$ cat config.mk
export PLATFORM = sky130hd
export DESIGN_NAME = keypad_lock_top
export DESIGN_NICKNAME = d
export VERILOG_FILES = /design/src/logic/lock_pkg.sv /design/src/logic/keypad_lock_top.sv /design/src/logic/buzzer_tone.sv /design/src/logic/lockout_timer.sv /design/src/logic/code_lock_fsm.sv /design/src/logic/key_decoder.sv
export SDC_FILE = /design/constraint.sdc
export NUM_CORES = 1
export LEC_CHECK = 0
export ABC_AREA = 1
export ABC_CLOCK_PERIOD_IN_PS = 1870
export BUFFER_PORTS_ARGS = -buffer_cell sky130_fd_sc_hd__buf_4
export CELL_PAD_IN_SITES_DETAIL_PLACEMENT = 0
export CELL_PAD_IN_SITES_GLOBAL_PLACEMENT = 2
export CORE_MARGIN = 3
export CORE_UTILIZATION = 34
export CTS_CLUSTER_SIZE = 40
export DETAILED_ROUTE_END_ITERATION = 8
export HOLD_SLACK_MARGIN = 0.02
export PLACE_DENSITY_LB_ADDON = 0.08
export SLEW_MARGIN = 5
export SYNTH_ARGS = -nofsm -noshare
export SYNTH_HDL_FRONTEND = slang
export SYNTH_SLANG_ARGS = --single-unit
$ cat constraint.sdc
create_clock -name clk -period 1.87 [get_ports clk]
set_input_delay 0.2805 -clock clk [delete_from_list [all_inputs] [get_ports clk]]
set_output_delay 0.2805 -clock clk [all_outputs]
set_load 0.01 [all_outputs]
$ cat src/logic/lock_pkg.sv
package lock_pkg;

    typedef enum logic [1:0] {
        KIND_DIGIT,
        KIND_ENTER,
        KIND_CLEAR,
        KIND_CANCEL
    } key_kind_e;

    typedef struct packed {
        logic      valid;                    // one-cycle press strobe
        key_kind_e kind;
        logic [3:0] digit;                   // only meaningful for digit keys
    } key_evt_t;

    typedef enum logic [1:0] {
        TONE_KEY,
        TONE_SUCCESS,
        TONE_FAIL
    } tone_e;

    typedef struct packed {
        logic  start;                        // restarts the generator
        tone_e pattern;
    } tone_req_t;

    // keypad one-hot codes
    localparam logic [15:0] KEY_ENTER  = 16'h0001;
    localparam logic [15:0] KEY_CLEAR  = 16'h0100;
    localparam logic [15:0] KEY_CANCEL = 16'h1000;

    // digit key lookup indexed by digit value
    localparam logic [15:0] DIGIT_CODE [10] = '{
        16'h0008, 16'h0080, 16'h0040, 16'h0020, 16'h0800,
        16'h0400, 16'h0200, 16'h8000, 16'h4000, 16'h2000
    };

    localparam logic [11:0] DISP_BLANK  = 12'hFFF;
    localparam logic [11:0] DISP_OPEN   = 12'hBCC;   // "ASS" glyphs
    localparam logic [11:0] SECRET_CODE = 12'h246;

    localparam logic [2:0] MAX_TRIES    = 3'd6;
    localparam logic [7:0] LOCKOUT_SECS = 8'h60;     // bcd

    // tone timing in clk cycles scaled down for simulation
    localparam logic [15:0] TONE_KEY_HALF    = 16'd8;
    localparam logic [15:0] TONE_KEY_LEN     = 16'd64;
    localparam logic [15:0] TONE_OK_HALF     = 16'd4;
    localparam logic [15:0] TONE_OK_LEN      = 16'd192;
    localparam logic [15:0] TONE_FAIL_HALF   = 16'd16;
    localparam logic [15:0] TONE_FAIL_LEN    = 16'd96;
    localparam logic [15:0] TONE_FAIL_GAP_LO = 16'd32;
    localparam logic [15:0] TONE_FAIL_GAP_HI = 16'd64;

endpackage
$ cat src/logic/keypad_lock_top.sv
`timescale 1ns/1ps

module keypad_lock_top (
    input  logic        clk,
    input  logic        rst,
    input  logic        tick_1hz,
    input  logic [15:0] onehot,
    output logic [11:0] display,
    output logic [2:0]  tries,
    output logic        unlocked,
    output logic        locked_out,
    output logic        buzzer
);
    import lock_pkg::*;

    key_evt_t    key_evt;
    tone_req_t   tone_req;
    logic        lockout_start;
    logic        lockout_done;
    logic [7:0]  secs_left;                  // bcd countdown

    key_decoder u_key_decoder (
        .clk     (clk),
        .rst     (rst),
        .onehot  (onehot),
        .key_evt (key_evt)
    );

    code_lock_fsm u_code_lock_fsm (
        .clk           (clk),
        .rst           (rst),
        .key_evt       (key_evt),
        .lockout_done  (lockout_done),
        .secs_left     (secs_left),
        .display       (display),
        .tries         (tries),
        .unlocked      (unlocked),
        .locked_out    (locked_out),
        .tone_req      (tone_req),
        .lockout_start (lockout_start)
    );

    lockout_timer u_lockout_timer (
        .clk           (clk),
        .rst           (rst),
        .tick_1hz      (tick_1hz),
        .lockout_start (lockout_start),
        .secs_left     (secs_left),
        .lockout_done  (lockout_done)
    );

    buzzer_tone u_buzzer_tone (
        .clk      (clk),
        .rst      (rst),
        .tone_req (tone_req),
        .buzzer   (buzzer)
    );

endmodule

$ cat src/logic/buzzer_tone.sv
`timescale 1ns/1ps

module buzzer_tone (
    input  logic                clk,
    input  logic                rst,
    input  lock_pkg::tone_req_t tone_req,
    output logic                buzzer
);
    import lock_pkg::*;

    tone_e       cur_pattern;                // latched on start
    logic        active;
    logic        phase;                      // square wave level
    logic [15:0] elapsed;
    logic [15:0] half_cnt;
    logic [15:0] half_len;
    logic [15:0] tone_len;
    logic        in_gap;

    always_comb begin
        case (cur_pattern)
            TONE_SUCCESS: begin
                half_len = TONE_OK_HALF;
                tone_len = TONE_OK_LEN;
            end
            TONE_FAIL: begin
                half_len = TONE_FAIL_HALF;
                tone_len = TONE_FAIL_LEN;
            end
            default: begin
                half_len = TONE_KEY_HALF;
                tone_len = TONE_KEY_LEN;
            end
        endcase
    end

    // silent stretch in the middle of the fail pattern
    assign in_gap = (cur_pattern == TONE_FAIL) &&
                    (elapsed >= TONE_FAIL_GAP_LO) && (elapsed < TONE_FAIL_GAP_HI);

    always_ff @(posedge clk) begin
        if (rst) begin
            active <= 1'b0;
            phase  <= 1'b0;
        end else if (tone_req.start) begin
            active <= 1'b1;                  // newer request restarts
            phase  <= 1'b1;
        end else if (active) begin
            if (elapsed == tone_len - 16'd1) begin
                active <= 1'b0;
                phase  <= 1'b0;
            end else if (half_cnt == half_len - 16'd1) begin
                phase <= ~phase;
            end
        end
    end

    always_ff @(posedge clk) begin
        if (tone_req.start) begin
            cur_pattern <= tone_req.pattern;
            elapsed     <= '0;
            half_cnt    <= '0;
        end else if (active) begin
            elapsed <= elapsed + 16'd1;
            if (half_cnt == half_len - 16'd1) begin
                half_cnt <= '0;
            end else begin
                half_cnt <= half_cnt + 16'd1;
            end
        end
    end

    assign buzzer = active && phase && !in_gap;

endmodule

$ cat src/logic/lockout_timer.sv
`timescale 1ns/1ps

module lockout_timer (
    input  logic       clk,
    input  logic       rst,
    input  logic       tick_1hz,
    input  logic       lockout_start,
    output logic [7:0] secs_left,
    output logic       lockout_done
);
    import lock_pkg::*;

    logic running;

    always_ff @(posedge clk) begin
        if (rst) begin
            running      <= 1'b0;
            secs_left    <= 8'h00;
            lockout_done <= 1'b0;
        end else begin
            lockout_done <= 1'b0;
            if (lockout_start) begin
                secs_left <= LOCKOUT_SECS;       // reload wins over a tick
                running   <= 1'b1;
            end else if (running && tick_1hz) begin
                if (secs_left == 8'h01) begin
                    secs_left    <= 8'h00;       // last second so stop here
                    running      <= 1'b0;
                    lockout_done <= 1'b1;
                end else if (secs_left[3:0] == 4'h0) begin
                    // borrow from tens
                    secs_left[7:4] <= secs_left[7:4] - 4'h1;
                    secs_left[3:0] <= 4'h9;
                end else begin
                    secs_left[3:0] <= secs_left[3:0] - 4'h1;
                end
            end
        end
    end

endmodule

$ cat src/logic/code_lock_fsm.sv
`timescale 1ns/1ps

module code_lock_fsm (
    input  logic                clk,
    input  logic                rst,
    input  lock_pkg::key_evt_t  key_evt,
    input  logic                lockout_done,
    input  logic [7:0]          secs_left,
    output logic [11:0]         display,
    output logic [2:0]          tries,
    output logic                unlocked,
    output logic                locked_out,
    output lock_pkg::tone_req_t tone_req,
    output logic                lockout_start
);
    import lock_pkg::*;

    typedef enum logic [1:0] {
        ST_ENTRY,
        ST_OPEN,
        ST_LOCKOUT
    } state_e;

    state_e      state;
    logic [11:0] digits;                     // entered digits, right aligned
    logic [1:0]  count;                      // how many digits are in
    logic [2:0]  tries_inc;
    logic        code_ok;

    assign tries_inc = tries + 3'd1;
    assign code_ok   = (digits == SECRET_CODE);

    always_ff @(posedge clk) begin
        if (rst) begin
            state          <= ST_ENTRY;
            digits         <= '0;
            count          <= '0;
            tries          <= '0;
            tone_req.start <= 1'b0;
            lockout_start  <= 1'b0;
        end else begin
            tone_req.start <= 1'b0;
            lockout_start  <= 1'b0;
            case (state)
                ST_ENTRY: begin
                    if (key_evt.valid) begin
                        case (key_evt.kind)
                            KIND_DIGIT: begin
                                if (count != 2'd3) begin   // fourth digit dropped
                                    digits           <= {digits[7:0], key_evt.digit};
                                    count            <= count + 2'd1;
                                    tone_req.start   <= 1'b1;
                                    tone_req.pattern <= TONE_KEY;
                                end
                            end
                            KIND_ENTER: begin
                                if (count == 2'd3) begin   // short entry ignored
                                    digits         <= '0;
                                    count          <= '0;
                                    tone_req.start <= 1'b1;
                                    if (code_ok) begin
                                        state            <= ST_OPEN;
                                        tone_req.pattern <= TONE_SUCCESS;
                                    end else begin
                                        tries            <= tries_inc;
                                        tone_req.pattern <= TONE_FAIL;
                                        if (tries_inc == MAX_TRIES) begin
                                            state         <= ST_LOCKOUT;
                                            lockout_start <= 1'b1;
                                        end
                                    end
                                end
                            end
                            KIND_CANCEL: begin
                                digits           <= '0;
                                count            <= '0;
                                tone_req.start   <= 1'b1;
                                tone_req.pattern <= TONE_KEY;
                            end
                            default: begin         // clear
                                digits           <= '0;
                                count            <= '0;
                                tries            <= '0;
                                tone_req.start   <= 1'b1;
                                tone_req.pattern <= TONE_KEY;
                            end
                        endcase
                    end
                end
                ST_OPEN: begin
                    // only clear relocks
                    if (key_evt.valid && key_evt.kind == KIND_CLEAR) begin
                        state            <= ST_ENTRY;
                        tries            <= '0;
                        tone_req.start   <= 1'b1;
                        tone_req.pattern <= TONE_KEY;
                    end
                end
                ST_LOCKOUT: begin
                    if (lockout_done) begin        // keys ignored until here
                        state <= ST_ENTRY;
                        tries <= '0;
                    end
                end
                default: state <= ST_ENTRY;
            endcase
        end
    end

    always_comb begin
        case (state)
            ST_OPEN: display = DISP_OPEN;
            ST_LOCKOUT: begin
                // timer loads on lockout_start so show the full count meanwhile
                if (lockout_start) begin
                    display = {4'h0, LOCKOUT_SECS};
                end else begin
                    display = {4'h0, secs_left};
                end
            end
            default: begin
                case (count)
                    2'd0:    display = DISP_BLANK;
                    2'd3:    display = digits;
                    default: display = {4'hF, digits[7:0]};
                endcase
            end
        endcase
    end

    assign unlocked   = (state == ST_OPEN);
    assign locked_out = (state == ST_LOCKOUT);

endmodule

$ cat src/logic/key_decoder.sv
`timescale 1ns/1ps

module key_decoder (
    input  logic               clk,
    input  logic               rst,
    input  logic [15:0]        onehot,
    output lock_pkg::key_evt_t key_evt
);
    import lock_pkg::*;

    logic [15:0] prev_onehot;                // keypad value seen last cycle
    logic        dec_hit;
    key_kind_e   dec_kind;
    logic [3:0]  dec_digit;

    // map the raw keypad word onto a key kind and digit
    always_comb begin
        dec_hit   = 1'b1;
        dec_kind  = KIND_DIGIT;
        dec_digit = 4'd0;
        case (onehot)
            KEY_ENTER:  dec_kind = KIND_ENTER;
            KEY_CLEAR:  dec_kind = KIND_CLEAR;
            KEY_CANCEL: dec_kind = KIND_CANCEL;
            default: begin
                dec_hit = 1'b0;              // zero, unmapped or multi-bit
                for (int i = 0; i < 10; i++) begin
                    if (onehot == DIGIT_CODE[i]) begin
                        dec_hit   = 1'b1;
                        dec_digit = 4'(i);
                    end
                end
            end
        endcase
    end

    always_ff @(posedge clk) begin
        if (rst) begin
            prev_onehot   <= '0;
            key_evt.valid <= 1'b0;
        end else begin
            prev_onehot   <= onehot;
            // a held key matches prev_onehot so only new presses fire
            key_evt.valid <= dec_hit && (onehot != prev_onehot);
        end
    end

    // kind and digit ride along with the strobe
    always_ff @(posedge clk) begin
        key_evt.kind  <= dec_kind;
        key_evt.digit <= dec_digit;
    end

endmodule

==> results of run 1 <==
-- registers in the layout, summed over array words and instances (netlist names), 2 cells and up --
signal                     count
u_buzzer_tone.elapsed         16
u_buzzer_tone.half_cnt        16
u_key_decoder.prev_onehot     16
u_code_lock_fsm.digits        12
u_lockout_timer.secs_left      8
u_key_decoder.key_evt          7
u_code_lock_fsm.tone_req       3
u_code_lock_fsm.tries          3
u_buzzer_tone.cur_pattern      2
u_code_lock_fsm.count          2
u_code_lock_fsm.state          2
-- report_power, final --
part           switching (mW)  leakage (nW)  total (mW)  internal [mW]
sequential             0.0163         0.760        2.01           2.00
combinational          0.0945          1.61       0.169         0.0746
clock                   0.776         0.147        1.94           1.17
total                   0.887          2.52        4.12           3.24
-- final cells by class --
cell class	count	area, um2	share of cell area
clock inverter	5	76.32	0.01295
timing repair buffer	51	395.4	0.06706
inverter	100	382.9	0.06494
clock buffer	11	232.7	0.03947
tap	180	225.2	0.03820
sequential	92	1892	0.3209
multi-input combinational	486	2691	0.4565
-- per-stage QoR --
step | cell area [um2] | hold slack, ps | worst slack, ps
6_report | 5896 | 177.7 | -14.15
5_1_grt | 5896 | 176.2 | -90.88
4_1_cts | 5842 | 157.3 | -54.60
3_5_place_dp | 5385 | 404.5 | 137.7
3_3_place_gp | 5385 | 413.4 | 177.0
2_1_floorplan | 4872 | 387.5 | 259.1
-- cells by family (layout without fill, tap and decap cells) --
family | after synthesis | after routing
compound gates | 101 | 101
xor+xnor | 24 | 24
fa+ha+maj | 15 | 15
buf+inv | 114 | 167
flops | 92 | 92
simple gates | 346 | 346
-- cells in the mapped netlist (all sizes together) --
cell	count
nand2	131
nor2	123
inv	99
dfxtp	88
a21oi	55
nand3	44
nor3	26
o21ai	20
a211oi	16
ha	15
xor2	13
nand4	12
xnor2	11
buf	7
clkbuf	7
edfxtp	4
nand3b	4
o221ai	4
o22ai	4
or2	4
clkinv	1
nor3b	1
nor4	1
o2111ai	1
o21a	1
-- final timing paths --
path / startpoint / end / slack [ps] / cells after the start
max: u_code_lock_fsm.count[0] / display[6] / -10 / 6
min: onehot[5] / u_key_decoder.prev_onehot[5] / 180 / 3
max reg2reg: u_code_lock_fsm.state[0] / u_code_lock_fsm.state[0] / 210 / 8
min reg2reg: u_code_lock_fsm.tone_req[0] / u_buzzer_tone.cur_pattern[0] / 420 / 0
-- critical path: cells and delay by family (launching register included) --
kind	cells	cell delay, ps
and+or+nand+nor	1	230
DFF	1	340
AOI/OAI and AO/OA	2	220
adders and majority gates	1	270
buffers and inverters	2	200
-- metal layers --
metal	routed length [um]	track usage	up-vias
li1	-	-	2332
met4	225	0.06633	0
met1	5690	0.2045	1972
met5	0	0	-
met3	295	0.02332	16
met2	5529	0.2583	37
-- what timing repair did --
item / 4_1_cts / 5_1_grt
setup endpoints to repair: 12 / 12
cloned: 0 / 0
gates resized for setup: 32 / 20
buffers inserted: 5 / 0
pin swaps: 7 / 6
==> flow_summary.yaml, run 1 <==
clock_tree:
  clockBufferDepth: 2
  cts-root-buf: "clkbuf_16"
  cts_buffers: 9
  cts-hold-fix-buffers: 0
  clkTransAtPathRegs_ps: 70
  htree_levels: 3
  cts_tree: "yes"
  cts.sinks: 92
  worstSkewPairLatency_ps: 350
synth:
  synth_compound_area_frac: 0.1174
  synth-xor-area-share: 0.04314
  syn-num-nets: 726
  synth_top_area_frac: 0.3616
  ys_types: 35
  syn_area_mm2: 0.004872
  yosys.area_share.adder: 0.03852
  synth-simple-area-share: 0.3243
  synth_top_family_by_area: "simple AND/OR/NAND/NOR gates"
  synth_area_leaders: "dfxtp_1, nand2_1, nor2_1, inv_1, a21oi_1"
  yosysTopAreaCell: "dfxtp_1"
  yosysWarningCount: 0
  yosysSeqAreaShare: 0.3862
  synth_cells: 692
  syn_area_per_cell_um2: 7.041
  ys_ff_latch: 92
  synthMuxAreaShare: 0
detailed_routing:
  drt-vias-per-instance: 4.710
  drtAntennaViolNets: 0
  vias: 4357
  drt-initial-drc-count: 197
  wl_per_cell_um: 12.69
  wl_um: 11740
  remaining_drc_errors: 0
  dr.pass1.iters: 4
grt:
  grt_first_pass_wirelength_um: 20280
  track_usage: 0.1565
  grt_max_degree: 29
  antenna_found_initial: 0
  grt-ovfl-total: 0
  grt_pass1_vias: 4264
sta:
  relSlewSlack: 0.7262
  setup_violations: 2
  max_freq_mhz: 530.7
  hold_viol: 0
  fin_crit_ps: 1884
  min_period_over_period: 1.008
  slew_viol_final: 0
  setup_tns_ps: -14.99
  setup_slack_ps: -14.15
  skew_ps: 7.472
  rsz0062_at_grt: "true"
  max_slew.worst_pin.slew_ps: 406.5
setup_path:
  critical_path_arrival_ps: 1600
  critical_path.max_stage_delay_ps: 340
  worstPathCellList: "inv_2 -> ha_4 -> nor2_4 -> a21oi_2 -> o221ai_1 -> buf_4"
  cp-start-kind: "flop"
  cp-end-kind: "output port"
  critPathKind: "flop to output port"
  required_ps: 1590
  cp_max_fo: 8
  slowest_stage: "dfxtp_2"
floorplanning:
  num_rows: 43
  fp.dieH_um: 125.7
  dieArea_mm2: 0.01580
  core_mm2: 0.01393
  fp.dieW_um: 125.7
  initial_core_util: 0.3496
  num_io_pins: 37
job:
  max_cap_viol_count: 0
cells_and_area:
  nNetsFinal: 774
  layout_common_cells: "nand2_1, nor2_1, inv_1"
  drive_above_1_share: 0.1799
  synthToLayoutAreaGrowth_pct: 21.01
  fin_cells: 925
  utilization: 0.4231
  final_common_cell: "nand2_1"
  fillers: 1487
  antenna_cells: 0
hold_path:
  hold_class: "input port to flop"
placement:
  place_hpwl_um: 8880
  io_buffer_count: 36
  place_inst: 905
  gp_congestion: 0.8011
power_and_ir_drop:
  leakage_nw: 2.515
  power_density_mw_per_mm2: 699.3
  ir_worst_vdd_mv: 0.3965
  design_power_total_mw: 4.123
status:
  status: "finished, violations left"
  violations: "setup timing"
Power figures use the tool's default switching activity.
==> inputs of run 2 (changes only) <==
- BUFFER_PORTS_ARGS: -buffer_cell sky130_fd_sc_hd__buf_4 -> unset
- CORE_UTILIZATION: 34 -> 36
- DONT_BUFFER_PORTS: unset -> 1
- PLACE_DENSITY: unset -> 0.9
- PLACE_DENSITY_LB_ADDON: 0.08 -> unset
==> run 2 against run 1 <==
The flow still finishes with violations (setup timing). Maximum frequency is 1.4% lower. Register-to-register slack is essentially flat. Sequential cell count unchanged. Die area is 5.3% lower.
==> flow_summary.yaml, run 2 (synthesis results as in run 1) <==
cells_and_area:
  synthToLayoutAreaGrowth_pct: 16.54
  antenna_cells: 0
  layout_common_cells: "nand2_1, nor2_1, inv_1"
  final_common_cell: "nand2_1"
  seqCellArea_mm2: 0.001887
  drive_above_1_share: 0.1403
  reg_top3: "u_buzzer_tone.elapsed: 16 flops, u_buzzer_tone.half_cnt: 16 flops, u_key_decoder.prev_onehot: 16 flops"
  nNetsFinal: 742
  multiInputGateArea_mm2: 0.002696
  fillers: 1354
  fin_cells: 885
detailed_routing:
  drtAntennaViolNets: 0
  vias: 4293
  remaining_drc_errors: 0
  drt-initial-drc-count: 161
  drt-vias-per-instance: 4.851
  wl_um: 11200
  wl_per_cell_um: 12.66
  dr.pass1.iters: 4
hold_path:
  hold_class: "input port to flop"
setup_path:
  critical_path_arrival_ps: 1630
  required_ps: 1590
  cp_max_fo: 8
  cp-end-kind: "output port"
  cp-start-kind: "flop"
  ff2ff_setup_slack_ps: 200
  critPathKind: "flop to output port"
placement:
  gp_congestion: 0.8117
  pre_cts_slack_ps: 82.30
  place_inst: 859
  place_hpwl_um: 8069
  io_buffer_count: 0
sta:
  min_period_over_period: 1.022
  setup_violations: 4
  setup_slack_ps: -40.54
  relSlewSlack: 0.7330
  rsz0062_at_grt: "true"
  timing.hold.ws_ps: 33.99
  slew_viol_final: 0
  fin_crit_ps: 1911
  skew_ps: 8.238
  setup_tns_ps: -92.33
  hold_viol: 0
  max_freq_mhz: 523.4
  max_slew.worst_pin.slew_ps: 396.3
grt:
  track_usage: 0.1587
  grt_max_degree: 35
  antenna_found_initial: 0
  grt-ovfl-total: 0
  grt_pass1_vias: 4180
  grt_first_pass_wirelength_um: 19090
clock_tree:
  htree_levels: 3
  cts_tree: "yes"
  cts.sinks: 92
  worstSkewPairLatency_ps: 350
  clkTransAtPathRegs_ps: 60
  cts-root-buf: "clkbuf_16"
  clockBufferDepth: 2
  cts_buffers: 9
power_and_ir_drop:
  internal-power_mw: 3.223
  power_switching_mw: 0.8709
  seqPwrFrac: 0.492
  design_power_total_mw: 4.094
  switching_share: 0.2127
  leakage_nw: 2.363
  clkPwrFrac: 0.478
  power_density_mw_per_mm2: 721.1
  comb_power_share: 0.031
  ir_worst_vdd_mv: 0.4595
floorplanning:
  fp.dieW_um: 122.3
  dieArea_mm2: 0.01497
  core_mm2: 0.01293
  fp.dieH_um: 122.3
  initial_core_util: 0.3769
  num_io_pins: 37
  num_rows: 41
status:
  status: "finished, violations left"
  violations: "setup timing"
job:
  max_cap_viol_count: 0
==> run 2: stage by stage <==
stage | util | instance area [um2]
final | 0.4392 | 5678
after floorplan | - | 4872
after CTS | 0.4321 | 5585
after detailed placement | 0.3937 | 5090
after global routing | 0.4392 | 5678
after global placement | 0.3937 | 5090
==> run 2: cell type report <==
| cell class | instances | share of cell area |
|---|---|---|
| clock buffers | 10 | 0.04033 |
| clock inverters | 6 | 0.01543 |
| inverters | 100 | 0.06809 |
| multi-input cells | 486 | 0.4749 |
| flip-flops and latches | 92 | 0.3323 |
| well taps | 172 | 0.03790 |
| repair buffers | 19 | 0.03107 |
==> run 2: path summary, 6_finish.rpt <==
path,start,endpoint,cells after the start
setup / recovery,u_code_lock_fsm.count[1],display[7],7
hold / removal,onehot[3],u_key_decoder.prev_onehot[3],2
setup reg to reg,u_code_lock_fsm.count[1],u_code_lock_fsm.digits[6],6
hold reg to reg,u_code_lock_fsm.tone_req[0],u_buzzer_tone.cur_pattern[0],0
==> run 2: timing repair <==
action | in CTS | in global routing
hold buffers | 3 | 0
setup buffers | 5 | 2
pin swaps | 8 | 7
gates resized for setup | 28 | 15
hold endpoints to repair | 34 | 0
setup endpoints to repair | 12 | 12
==> run 2: critical path, cell delays in order (launching register included) <==
cell and delay [ps]:
dfxtp_2 350, inv_2 60, ha_4 260, nor2_4 130
inv_4 80, a21oi_2 150, o221ai_2 100, buf_4 150
==> run 2: layer usage <==
layer	vias up	global-route usage	share of wire
met3	14	0.03641	0.030
met5	-	0	0
met2	51	0.2590	0.47
met1	1960	0.2006	0.48
met4	0	0.06928	0.022
li1	2268	-	-
==> run 2: power groups by stage <==
stage / Combinational (mW) / Clock (mW) / Sequential, mW
final: 0.126 / 1.96 / 2.01
after global routing: 0.145 / 2.10 / 2.01
after CTS: 0.128 / 2.02 / 2.01
after detailed placement: 0.106 / 0 / 2.06
after global placement: 0.103 / 0 / 2.06
after floorplan: 0.0991 / 0 / 2.05
==> inputs of run 3 (changes only) <==
- SETUP_SLACK_MARGIN: unset -> 0.4
==> run 3 against run 2 <==
The flow now finishes without violations. Sequential power about the same. Count of clock-buffer cells in the layout did not move. Final cell count increased by 2.4%. Global-route usage increased by 0.56 points. Die area stayed put. Combinational power is 8% higher. Critical endpoint is now display[1].
==> flow_summary.yaml, run 3 (synthesis results as in run 1) <==
status:
  status: "finished clean"
sta:
  max_slew.worst_pin.slew_ps: 425.0
  max_freq_mhz: 537.9
  rsz0062_at_grt: "true"
  setup_tns_ps: 0
  relSlewSlack: 0.7164
  slew_viol_final: 0
  setup_violations: 0
  timing.hold.ws_ps: 37.01
  min_period_over_period: 0.9942
  hold_viol: 0
  setup_slack_ps: 10.79
  fin_crit_ps: 1859
  skew_ps: 2.930
placement:
  pre_cts_slack_ps: 178.8
  gp_congestion: 0.8603
  io_buffer_count: 0
  place_hpwl_um: 8175
hold_path:
  holdPathStages: 2
  hold_class: "input port to flop"
floorplanning:
  initial_core_util: 0.3769
  fp.dieH_um: 122.3
  dieArea_mm2: 0.01497
  fp.dieW_um: 122.3
  core_mm2: 0.01293
  num_rows: 41
  num_io_pins: 37
power_and_ir_drop:
  leakage_nw: 2.509
  power_density_mw_per_mm2: 668.1
  ir_worst_vdd_mv: 0.4962
cells_and_area:
  fillers: 1319
  antenna_cells: 0
  final_common_cell: "nand2_1"
  reg_top3: "u_buzzer_tone.elapsed: 16 flops, u_buzzer_tone.half_cnt: 16 flops, u_key_decoder.prev_onehot: 16 flops"
  nNetsFinal: 763
  drive_above_1_share: 0.2262
  synthToLayoutAreaGrowth_pct: 26.17
  layout_common_cells: "nand2_1, nor2_1, inv_1"
grt:
  use_met3: 0.04931
  use_met1: 0.1994
  grt_max_degree: 35
  antenna_found_initial: 0
  grt_first_pass_wirelength_um: 19780
  grt.met2_usage: 0.2831
  grt-ovfl-total: 0
  busiest_layer: "met2"
  track_usage: 0.1643
  grt_pass1_vias: 4236
setup_path:
  timing.critical_path.max_delay_family: "flip-flops"
  critPathKind: "flop to output port"
  worstPathCellList: "inv_2 -> ha_4 -> nor2_4 -> inv_4 -> a21oi_2 -> o22ai_4 -> buf_4"
  crit_buf_inv: 3
  rr_startpoint: "u_code_lock_fsm.count[0]"
  ff2ff_setup_slack_ps: 210
  cp-end-kind: "output port"
  endpoint: "display[1]"
  cp_max_fo: 8
  slowest_stage: "dfxtp_2"
  critical_path.max_stage_delay_ps: 340
  critical_path_arrival_ps: 1580
  r2r_end: "u_code_lock_fsm.tries[2]"
  r2r_cells: 10
  crit_start: "u_code_lock_fsm.count[1]"
  required_ps: 1590
  crit_cells: 7
  cp-start-kind: "flop"
clock_tree:
  cts-root-buf: "clkbuf_16"
  clkTransAtPathRegs_ps: 60
  clockBufferDepth: 2
  htree_levels: 3
  cts.sinks: 92
  worstSkewPairLatency_ps: 350
  cts_tree: "yes"
  cts_buffers: 9
detailed_routing:
  wl_um: 11970
  remaining_drc_errors: 0
  drt-initial-drc-count: 139
  drtAntennaViolNets: 0
  drt-vias-per-instance: 4.959
  wl_per_cell_um: 13.21
  dr.pass1.iters: 4
  vias: 4493
job:
  max_cap_viol_count: 0
## run 3: cell count changes in the layout (fill, tap and decap cells not counted), moves of 5 or more
cell / delta
dfxtp_1: -17
nor2_4: +5
nor2_1: -7
nand2_1: -7
dfxtp_4: +7
dfxtp_2: +10
ha_4: +5
nand3_1: -5
ha_1: -6
nand2_4: +5
buf_4: +15
## run 3: cell type report
cell class	instances	area, um2	area share
multi-input combinational	489	2990	0.4865
sequential	92	1926	0.3133
inverter	100	387.9	0.06310
timing repair buffer	37	311.5	0.05068
clock buffer	10	229.0	0.03725
tap	172	215.2	0.03501
clock inverter	6	87.58	0.01425
## run 3: report_power, final
part | switching (mW) | total, mW | internal, mW
Combinational | 0.0743 | 0.136 | 0.0615
Sequential | 0.0187 | 2.01 | 1.99
Clock | 0.790 | 1.96 | 1.17
Total | 0.883 | 4.11 | 3.22
## run 3: layer usage
layer	up-vias	wire length [um]
met2	65	5932
met4	0	164
met1	2087	5373
met5	-	0
li1	2330	-
met3	11	496
## run 3: worst register-to-register path: cells and delay by family, from the launching register on
| family | cells | cell delay, ps |
|---|---|---|
| DFF | 1 | 340 |
| and+or+nand+nor | 7 | 710 |
| AOI/OAI and AO/OA | 1 | 140 |
| adders and majority gates | 1 | 290 |
| buffers and inverters | 1 | 80 |
## run 3: what timing repair did
item                                    in CTS  in global routing
gates cloned                                 2                  1
pin swaps                                   14                 13
setup buffers                                7                 15
gates resized for setup                     61                 52
hold buffers                                 5                  0
endpoints found under the setup margin      47                 54
hold endpoints to repair                    34                  0
## run 3: worst min path at each step
stage,from,endpoint
floorplan,onehot[0],u_key_decoder.prev_onehot[0]
global placement,rst,u_code_lock_fsm.state[0]
detailed placement,rst,u_code_lock_fsm.state[0]
CTS,onehot[3],u_key_decoder.prev_onehot[3]
global route,onehot[3],u_key_decoder.prev_onehot[3]
finish,onehot[3],u_key_decoder.prev_onehot[3]
## run 3: metrics by stage
stage	power [mW]	instances	utilization	area (um2)
2_1_floorplan	2.153	692	-	4938
6_report	4.107	906	0.4755	6147
4_1_cts	4.173	890	0.4504	5823
5_1_grt	4.275	906	0.4755	6147
3_5_place_dp	2.164	860	0.3991	5160
3_3_place_gp	2.160	860	0.3991	5160
